[config.mk]
export PLATFORM = sky130hd
export DESIGN_NAME = l1_mem_top
export DESIGN_NICKNAME = d
export VERILOG_FILES = /design/src/l1_mem_pkg.sv /design/src/mem_port_if.sv /design/src/l1_arbiter.sv /design/src/eviction_write_buffer.sv /design/src/next_line_prefetcher.sv /design/src/l1_mem_top.sv
export SDC_FILE = /design/constraint.sdc
export NUM_CORES = 1
export LEC_CHECK = 0
export BUFFER_PORTS_ARGS = -buffer_cell sky130_fd_sc_hd__buf_2
export CAP_MARGIN = 20
export CELL_PAD_IN_SITES_DETAIL_PLACEMENT = 0
export CELL_PAD_IN_SITES_GLOBAL_PLACEMENT = 1
export CORE_AREA = 2 2 539 541
export CTS_CLUSTER_DIAMETER = 80
export DETAILED_ROUTE_END_ITERATION = 8
export DIE_AREA = 0 0 541 543
export PLACE_DENSITY_LB_ADDON = 0.1
export SKIP_CTS_REPAIR_TIMING = 1
export SLEW_MARGIN = 20
export SYNTH_ARGS = -nofsm -noshare
export SYNTH_HDL_FRONTEND = slang
export SYNTH_SLANG_ARGS = --single-unit
[constraint.sdc]
create_clock -name clk -period 67 [get_ports clk]
set_input_delay 13.4 -clock clk [delete_from_list [all_inputs] [get_ports clk]]
set_output_delay 13.4 -clock clk [all_outputs]
set_load 0.01 [all_outputs]
[src/l1_mem_pkg.sv]
package l1_mem_pkg;

	// sizes of one memory transfer
	localparam int LINE_BYTES = 32;
	localparam int OFFSET_BITS = $clog2(LINE_BYTES);
	localparam int WORD_BITS = 32;
	localparam int LINE_BITS = LINE_BYTES * 8;

	typedef logic [WORD_BITS-1:0] rv32i_word;
	typedef logic [LINE_BITS-1:0] line_t; // eight words

	// byte address, seen flat or split into line number and offset
	typedef union packed {
		rv32i_word flat;
		struct packed {
			logic [WORD_BITS-OFFSET_BITS-1:0] line_num;
			logic [OFFSET_BITS-1:0] offset;
		} parts;
	} line_addr_u;

	// transaction tag, doubles as the arbiter's response select
	typedef enum logic [1:0] {
		xact_read_a = 2'd0,  // icache demand read
		xact_read_b = 2'd1,  // dcache demand read
		xact_write_b = 2'd2, // eviction write
		xact_pre_a = 2'd3    // instruction prefetch
	} xact_kind_e;

endpackage : l1_mem_pkg

[src/mem_port_if.sv]
`timescale 1ns/1ps

interface mem_port_if import l1_mem_pkg::*; ();

	// request side, held until resp
	logic read;
	logic write;
	rv32i_word addr;
	line_t wdata;

	// response side, rdata valid with the resp pulse
	line_t rdata;
	logic resp;

	modport requester (
		output read,
		output write,
		output addr,
		output wdata,
		input rdata,
		input resp
	);

	modport server (
		input read,
		input write,
		input addr,
		input wdata,
		output rdata,
		output resp
	);

endinterface : mem_port_if

[src/l1_arbiter.sv]
`timescale 1ns/1ps

module l1_arbiter import l1_mem_pkg::*; (
	input logic clk,
	input logic rst_n,

	mem_port_if.server i_demand, // icache demand read
	mem_port_if.server i_pre,    // next-line prefetch read
	mem_port_if.server d_write,  // eviction buffer drain
	mem_port_if.server d_read,   // dcache demand read

	output logic pmem_read,
	output logic pmem_write,
	output rv32i_word pmem_address,
	output line_t pmem_wdata,
	input line_t pmem_rdata,
	input logic pmem_resp
);

	enum logic [2:0] {
		idle,
		latch_a,
		latch_w,
		latch_b,
		latch_p,
		reading,
		writing,
		finish
	} state, next_state;

	line_addr_u addr_sel;
	xact_kind_e kind_sel;
	logic latch_en;

	rv32i_word addr_q;
	line_t wdata_q;
	line_t rdata_q;
	xact_kind_e kind_q;

	// pick the request for the current latch state
	always_comb begin
		addr_sel.flat = i_demand.addr;
		kind_sel = xact_read_a;
		latch_en = 1'b1;
		case (state)
			latch_a: ;
			latch_w: begin
				addr_sel.flat = d_write.addr;
				kind_sel = xact_write_b;
			end
			latch_b: begin
				addr_sel.flat = d_read.addr;
				kind_sel = xact_read_b;
			end
			latch_p: begin
				addr_sel.flat = i_pre.addr;
				kind_sel = xact_pre_a;
			end
			default: latch_en = 1'b0;
		endcase
		addr_sel.parts.offset = '0; // memory only sees whole lines
	end

	// fixed priority, new work only from idle
	always_comb begin
		next_state = state;
		case (state)
			idle: begin
				if (i_demand.read)
					next_state = latch_a;
				else if (d_write.write)
					next_state = latch_w;
				else if (d_read.read)
					next_state = latch_b;
				else if (i_pre.read)
					next_state = latch_p;
			end
			latch_a,
			latch_b,
			latch_p: next_state = reading;
			latch_w: next_state = writing;
			reading: begin
				if (pmem_resp)
					next_state = finish;
			end
			writing: begin
				if (pmem_resp)
					next_state = finish;
			end
			finish: next_state = idle;
			default: next_state = idle;
		endcase
	end

	always_ff @(posedge clk or negedge rst_n) begin
		if (!rst_n)
			state <= idle;
		else
			state <= next_state;
	end

	// transaction registers
	always_ff @(posedge clk) begin
		if (latch_en) begin
			addr_q <= addr_sel.flat;
			kind_q <= kind_sel;
		end
		if (state == latch_w)
			wdata_q <= d_write.wdata;
		if (state == reading && pmem_resp)
			rdata_q <= pmem_rdata; // captured on the resp edge
	end

	assign pmem_read = (state == reading);
	assign pmem_write = (state == writing);
	assign pmem_address = addr_q;
	assign pmem_wdata = wdata_q;

	// one read line shared by every read port
	assign i_demand.rdata = rdata_q;
	assign i_pre.rdata = rdata_q;
	assign d_read.rdata = rdata_q;
	assign d_write.rdata = '0; // writes return no data

	// response goes only to the owner of the finished transaction
	assign i_demand.resp = (state == finish) && (kind_q == xact_read_a);
	assign d_read.resp = (state == finish) && (kind_q == xact_read_b);
	assign d_write.resp = (state == finish) && (kind_q == xact_write_b);
	assign i_pre.resp = (state == finish) && (kind_q == xact_pre_a);

endmodule : l1_arbiter

[src/eviction_write_buffer.sv]
`timescale 1ns/1ps

module eviction_write_buffer import l1_mem_pkg::*; (
	input logic clk,
	input logic rst_n,

	mem_port_if.server dcache,
	mem_port_if.requester arb_write,
	mem_port_if.requester arb_read
);

	logic full;
	logic resp_q; // local response pulse
	line_addr_u buf_addr;
	line_t buf_line;

	line_addr_u req_addr;
	logic line_match;
	logic local_hit;
	logic take_write;

	assign req_addr.flat = dcache.addr;
	assign line_match = (req_addr.parts.line_num == buf_addr.parts.line_num);

	// dirty line still here, memory copy is stale
	assign local_hit = dcache.read && full && line_match;

	// slot frees on the drain response, then takes the waiting line
	assign take_write = dcache.write && !resp_q && (!full || arb_write.resp);

	always_ff @(posedge clk or negedge rst_n) begin
		if (!rst_n) begin
			full <= 1'b0;
			resp_q <= 1'b0;
		end else begin
			resp_q <= take_write || (local_hit && !resp_q);
			if (take_write)
				full <= 1'b1;
			else if (arb_write.resp)
				full <= 1'b0;
		end
	end

	always_ff @(posedge clk) begin
		if (take_write) begin
			buf_addr <= req_addr;
			buf_line <= dcache.wdata;
		end
	end

	// drain, dropped for one cycle after each ack
	assign arb_write.read = 1'b0;
	assign arb_write.write = full && !resp_q;
	assign arb_write.addr = buf_addr.flat;
	assign arb_write.wdata = buf_line;

	// misses go straight through to memory
	assign arb_read.read = dcache.read && !local_hit && !resp_q;
	assign arb_read.write = 1'b0;
	assign arb_read.addr = dcache.addr;
	assign arb_read.wdata = '0;

	assign dcache.resp = resp_q || arb_read.resp;
	assign dcache.rdata = resp_q ? buf_line : arb_read.rdata; // buffered line on a hit

endmodule : eviction_write_buffer

[src/next_line_prefetcher.sv]
`timescale 1ns/1ps

module next_line_prefetcher import l1_mem_pkg::*; (
	input logic clk,
	input logic rst_n,

	mem_port_if.server icache,
	mem_port_if.requester arb_demand,
	mem_port_if.requester arb_pre
);

	logic pf_valid;   // pf_line holds the line at pf_addr
	logic pf_pending; // prefetch requested, not yet filled
	logic resp_q;
	line_addr_u pf_addr;
	line_t pf_line;

	line_addr_u req_addr;
	line_addr_u next_addr;
	logic hit;

	assign req_addr.flat = icache.addr;

	// line after the current miss, aligned
	always_comb begin
		next_addr.flat = '0;
		next_addr.parts.line_num = req_addr.parts.line_num + 1'b1;
	end

	assign hit = icache.read && pf_valid &&
		(req_addr.parts.line_num == pf_addr.parts.line_num);

	always_ff @(posedge clk or negedge rst_n) begin
		if (!rst_n) begin
			pf_valid <= 1'b0;
			pf_pending <= 1'b0;
			resp_q <= 1'b0;
		end else begin
			resp_q <= hit && !resp_q;
			if (arb_demand.resp) begin
				// a finished miss starts the next prefetch
				pf_pending <= 1'b1;
				pf_valid <= 1'b0;
			end else if (arb_pre.resp) begin
				pf_pending <= 1'b0;
				pf_valid <= 1'b1;
			end
		end
	end

	always_ff @(posedge clk) begin
		if (arb_demand.resp)
			pf_addr <= next_addr; // miss address still held here
		if (arb_pre.resp)
			pf_line <= arb_pre.rdata;
	end

	// demand path, bypassed on a buffer hit
	assign arb_demand.read = icache.read && !hit && !resp_q;
	assign arb_demand.write = 1'b0;
	assign arb_demand.addr = icache.addr;
	assign arb_demand.wdata = '0;

	// prefetch path, lowest priority at the arbiter
	assign arb_pre.read = pf_pending;
	assign arb_pre.write = 1'b0;
	assign arb_pre.addr = pf_addr.flat;
	assign arb_pre.wdata = '0;

	assign icache.resp = resp_q || arb_demand.resp;
	assign icache.rdata = resp_q ? pf_line : arb_demand.rdata;

endmodule : next_line_prefetcher

[src/l1_mem_top.sv]
`timescale 1ns/1ps

module l1_mem_top import l1_mem_pkg::*; (
	input logic clk,
	input logic rst_n,

	input logic icache_read,
	input rv32i_word icache_addr,
	output line_t icache_rdata,
	output logic icache_resp,

	input logic dcache_read,
	input logic dcache_write,
	input rv32i_word dcache_addr,
	input line_t dcache_wdata,
	output line_t dcache_rdata,
	output logic dcache_resp,

	output logic pmem_read,
	output logic pmem_write,
	output rv32i_word pmem_address,
	output line_t pmem_wdata,
	input line_t pmem_rdata,
	input logic pmem_resp
);

	mem_port_if icache_side ();
	mem_port_if dcache_side ();
	mem_port_if arb_i_demand ();
	mem_port_if arb_i_pre ();
	mem_port_if arb_d_write ();
	mem_port_if arb_d_read ();

	// icache only reads
	assign icache_side.read = icache_read;
	assign icache_side.write = 1'b0;
	assign icache_side.addr = icache_addr;
	assign icache_side.wdata = '0;
	assign icache_rdata = icache_side.rdata;
	assign icache_resp = icache_side.resp;

	assign dcache_side.read = dcache_read;
	assign dcache_side.write = dcache_write;
	assign dcache_side.addr = dcache_addr;
	assign dcache_side.wdata = dcache_wdata;
	assign dcache_rdata = dcache_side.rdata;
	assign dcache_resp = dcache_side.resp;

	next_line_prefetcher next_line_prefetcher_inst (
		.clk(clk),
		.rst_n(rst_n),
		.icache(icache_side.server),
		.arb_demand(arb_i_demand.requester),
		.arb_pre(arb_i_pre.requester)
	);

	eviction_write_buffer eviction_write_buffer_inst (
		.clk(clk),
		.rst_n(rst_n),
		.dcache(dcache_side.server),
		.arb_write(arb_d_write.requester),
		.arb_read(arb_d_read.requester)
	);

	l1_arbiter l1_arbiter_inst (
		.clk(clk),
		.rst_n(rst_n),
		.i_demand(arb_i_demand.server),
		.i_pre(arb_i_pre.server),
		.d_write(arb_d_write.server),
		.d_read(arb_d_read.server),
		.pmem_read(pmem_read),
		.pmem_write(pmem_write),
		.pmem_address(pmem_address),
		.pmem_wdata(pmem_wdata),
		.pmem_rdata(pmem_rdata),
		.pmem_resp(pmem_resp)
	);

endmodule : l1_mem_top

# Word level (Yosys, flattened, before mapping)
# Index checks and enable logic that the tools add are counted.
# word_totals
regBits	1120
latchBits	0
ram_bits	0
rom_bits	0
out_inout_bits	804
word_cells	81
memories	0
# classes
addsub	1
multipliers	0
div_mod_pow	0
magnitude_cmp	0
n_eq_ne	14
shift	0
n_mux	17
n_bitwise	0
reduce_logical	35
# ops
op	count
256-bit two-way mux	2
32-bit case mux with 3 select lines	1
27-bit == test	2
27-bit by 1-bit adder with 27-bit output, second input constant	1
1-bit logical AND	18
3-bit two-way mux	5
3-bit case mux with 5 select lines	1
3-bit == test, second input constant	4
1-bit two-way mux	7
3-bit by 2-bit == test with 1-bit output, second input constant	2
2-bit case mux with 3 select lines	1
1-bit zero test	5
5-bit inequality test, second input constant	1
2-bit == test, second input constant	2
1-bit logical OR	4
2-bit nonzero test	2
4-bit OR reduction	1
3-bit by 1-bit == test with 1-bit output, second input constant	1
3-bit zero test	1
3-bit OR reduction	1
2-bit by 1-bit == test with 1-bit output, second input constant	1
2-bit zero test	1
2-bit by 1-bit inequality test with 1-bit output, second input constant	1
2-bit AND reduction	1
2-bit OR reduction	1

# Longest topological paths before layout
# depth
depth_word	9
depth_mapped	7

# Hierarchy
# From an unflattened synthesis, not the netlist that was laid out.
# hier_totals
cells_unflattened	3705
area_unflattened_um2	54395.9
# by_module_without_submodules
module	instances	cells_each	area_per_inst_um2	seq_area_each_um2
l1_arbiter	1	1543	23520.1	16320.7
next_line_prefetcher	1	1235	16547.1	8573.2
eviction_write_buffer	1	926	14325.0	8698.3
l1_mem_top	1	1	3.8	0.0

# Least setup slack after synthesis
# OpenSTA, ideal clock, no wires.
# synth_timing
path_type	input to register
from	in dcache_write
to	reg eviction_write_buffer_inst.resp_q
setup_time_ns	0.188
arrival_time_ns	35.310
required_ns	66.812
slack_ns	31.502
cell_stages	3
path_buffers	0
cell_sequence	inv_1 nor3b_1 o21bai_1
# synth_via
elab_chain_cells	3
# synth_rtl
element	line	rtl
start, declared	l1_mem_top.sv:13	input logic dcache_write,
1-bit logical AND (2 in a row)	eviction_write_buffer.sv:29	assign take_write = dcache.write && !resp_q && (!full || arb_write.resp);
via eviction_write_buffer_inst.take_write	eviction_write_buffer.sv:20	logic take_write;
1-bit logical OR	eviction_write_buffer.sv:36	resp_q <= take_write || (local_hit && !resp_q);
end signal, assigned	eviction_write_buffer.sv:36	
end, declared	eviction_write_buffer.sv:13	logic resp_q;
# The timed path passes the listed nets, and every way through them passes these cells.
# A chain may end at the register's enable or synchronous reset.

# Final worst setup path
# layout_timing
from	reg next_line_prefetcher_inst.resp_q
to	out icache_rdata[160]
# layout_via
elab_chain_cells	1
# layout_rtl
element	line	rtl
start, declared	next_line_prefetcher.sv:14	logic resp_q;
start signal, assigned	next_line_prefetcher.sv:39	resp_q <= hit && !resp_q;
256-bit two-way mux	next_line_prefetcher.sv:71	assign icache.rdata = resp_q ? pf_line : arb_demand.rdata;
end, declared	l1_mem_top.sv:9	output line_t icache_rdata,
# Every way passes these cells.

==> results.md <==
- completed — run status
- 160,000 um — half-perimeter wire length of the detailed placement result
- 0.0398 ns — Worst Clk Skew
- 1,115 — total number of clock tree sinks
- 1,459 — initial DRC count
- edfxtp_1 — flip-flop cell with the highest count after synthesis
- 0.769 — final estimated routing congestion in global placement
- edfxtp_1 — cell type with the largest total area after synthesis
- 38.5 mW/mm2 — ratio of total power to cell area
- 0 — Slew Limit Fails
- 53.60 ns — CP Data Required Time
- 0 — endpoints failing hold
- 79.2% — post-synth top area share
- flip-flop to flip-flop — type of the tightest min-delay check
- 58.2% — share of layout cells above drive strength 1
- 162 — number of buffers created by CTS
- 0.0535 mm2 — dpl cell area
- flip-flop to output port — worst setup path category
- 173 — number of antenna violations at the first check in global routing
- 4.98 ns — arrival time of the worst setup path
- 38 — number of library cell types mapped by synthesis
- 39.2% — area added between synthesis and finish
- 0.05 ns — clock slew at the register clock pins of the worst setup and hold paths
- 4 — # H-tree levels
- buffers and inverters — cell class contributing the biggest share of worst-path delay
- 273,000 um — first-pass GRT wire length
- 22.3% — relative slew slack
- 4 — router iterations before antenna repair
- flip-flop — Worst setup SP type
- 2.25 mW — total power
- 18.38 ns — Final Critical Period
- clkbuf_16 — Clock Tree Root
- 1.16 ns — transition time of the tightest slew-check pin
- 0.287 mm2 — area of the placeable core
- 0 — remaining antenna violation count after routing
- 20.3 um2 — Avg Inst Size Synth
- 197 — number of core rows
- 543 um — vertical die dimension
- 1,115 — total of flip-flops plus latches after synthesis
- 79.7% — sequential element share of the synthesized area
- 14.6% — effective utilization at floorplan
- output port — Worst setup EP type
- dfrtp_4 — slowest CP cell
- 0.82 ns — clock latency reported for the late side of the worst-skew pair
- 1,370 — buffers added on ports
- 0 — setup violators final
- done — clock tree from TritonCTS
- buf_4 — dominant cell type by count on the critical path
- 0 — sum of overflow across all layers after global routing
- 5 — WP buf/inv
- 1,386 — Top Ports
- 541 um — die outline width
- 0.717% — proportion of register bits with asynchronous set or reset after synthesis
- 0.75 ns — max incr delay on CP
- 13.9% — Overall Global Routing Usage
- 45 — maximum fanout count along the critical path
- 2,071 — instance count of the mapped netlist
- 26,800 — number of global-route vias before repair
- 0 ns — TNS Setup
- no — setup repair after global routing missed its margin
- buf_4, buf_4, buf_4, buf_4, mux2_2, buf_2 — cells along the critical path
- 0 — post-route DRC violation count
- 0.0191 mV — largest vdd supply drop
- 0.0544 GHz — maximum operating frequency
- 4,139 — fin nets
- edfxtp_1 79%, mux2_2 14%, mux2i_1 1.3%, xor2_1 1.0%, xnor2_1 0.69% — largest cells by area after synthesis
- 3.46 — mean number of vias per cell
- 101 — largest net degree at the start of global routing
- 0.412 ns — smallest hold slack
- 0.294 mm2 — area of the die
- 4 — clock tree buffer depth
- 0 — warning count from the yosys run
- 0.0584 mm2 — area of all placed cells without fillers
- 25,900 — total vias in the final route
- 27.4% — final critical-path share of the clock period
- 0.0420 mm2 — post-synth design cell area
- 20.3% — Final Util
- 21.0 nW — Leakage Power
- 0 — Maximum Capacitance Violations
- 28.5 um — average wire per standard cell
- 213,000 um — sum of routed wire length over all layers
- 1,107 — number of synthesized flops with an enable pin
cell usage in the layout, fill, tap and decap left out, types with 7 or more instances in the layout:
| cell type | n |
|---|---|
| buf_2 | 1370 |
| edfxtp_1 | 1107 |
| mux2_2 | 512 |
| clkbuf_16 | 163 |
| nor2_1 | 68 |
| a21oi_1 | 55 |
| mux2i_1 | 54 |
| xor2_1 | 48 |
| clkbuf_1 | 45 |
| buf_4 | 38 |
| clkinv_1 | 35 |
| xnor2_1 | 32 |
| diode_2 | 28 |
| nand2_1 | 14 |
| clkinv_2 | 11 |
| nand3_1 | 10 |
| nand4_1 | 10 |
| nor4_1 | 10 |
| inv_1 | 7 |
where the power goes:
part	switching (mW)	leakage (nW)	internal, mW
sequential	0.0585	10.2	0.906
clock	0.339	2.33	0.470
combinational	0.307	8.48	0.166
total	0.705	21.0	1.54
path summary, 6_finish.rpt:
check                                                                from                                               to  slack, ns  cells past startpoint
setup reg to reg                                 l1_arbiter_inst.state[2]  eviction_write_buffer_inst.arb_write.wdata[149]      62.31                     10
hold reg to reg            eviction_write_buffer_inst.arb_write.wdata[49]                   l1_arbiter_inst.pmem_wdata[49]       0.41                      0
min in group asynchronous                                           rst_n                eviction_write_buffer_inst.resp_q      12.47                      1
max in group asynchronous                                           rst_n                         l1_arbiter_inst.state[2]      54.30                      1
setup / recovery                         next_line_prefetcher_inst.resp_q                                icache_rdata[160]      48.62                      6
hold / removal             eviction_write_buffer_inst.arb_write.wdata[49]                   l1_arbiter_inst.pmem_wdata[49]       0.41                      0
cell usage after synthesis, types with 4 or more instances:
library cell     n
edfxtp_1      1107
a21oi_1         55
clkbuf_1        25
buf_4            6
inv_1            8
dfrtp_1          8
nand4_1         10
buf_2           51
and4_1           4
nor2_1          69
xnor2_1         33
xor2_1          48
o21ai_0          5
nor4_1          10
nand2_1         14
nand3_1         10
nor3_1           4
mux2_2         512
and3_1           6
buf_1           10
mux2i_1         54
routing by layer:
metal	part of all wire (%)	routed length, um	GRT usage [%]	up-vias
met4	2.2	4750	2.91	120
li1	-	-	-	11200
met5	0.35	751	0	-
met3	11	23200	6.84	456
met2	49	105000	24.2	1215
met1	37	79500	15.1	12900
registers in the layout (all words and copies together) (netlist names):
register / count
next_line_prefetcher_inst.resp_q: 1
eviction_write_buffer_inst.arb_write.wdata: 256
eviction_write_buffer_inst.full: 1
l1_arbiter_inst.state: 3
next_line_prefetcher_inst.arb_pre.read: 1
l1_arbiter_inst.kind_q: 2
next_line_prefetcher_inst.pf_line: 256
eviction_write_buffer_inst.resp_q: 1
next_line_prefetcher_inst.pf_valid: 1
l1_arbiter_inst.pmem_wdata: 256
next_line_prefetcher_inst.arb_pre.addr: 27
eviction_write_buffer_inst.arb_write.addr: 27
l1_arbiter_inst.pmem_address: 27
l1_arbiter_inst.d_read.rdata: 256
final cells by class:
class,instances,area [um2]
timing repair buffer,1411,7200
inverter,8,37.5
clock buffer,208,4250
tap,3781,4730
multi-input combinational,858,8100
antenna,28,70.1
fill,31000,229000
clock inverter,71,587
sequential,1115,33500
logic make-up after synthesis:
logic type,share of synthesized area [%]
AO/OA/AOI/OAI,0.865
XOR/XNOR,1.69
adder cells (fa/ha/maj),0.0298
buffers and inverters,1.12
flip-flops,79.7
multiplexers,15.0
other,0.00894
AND/OR/NAND/NOR,1.56
metrics by stage:
stage | cells | worst slack [ns]
2_1_floorplan | 2075 | 31.50
3_3_place_gp | 7173 | 49.24
3_5_place_dp | 7173 | 49.21
4_1_cts | 7452 | 48.27
5_1_grt | 7455 | 48.27
6_report | 7480 | 48.62
Note: power is estimated with default switching activity, not from simulation.
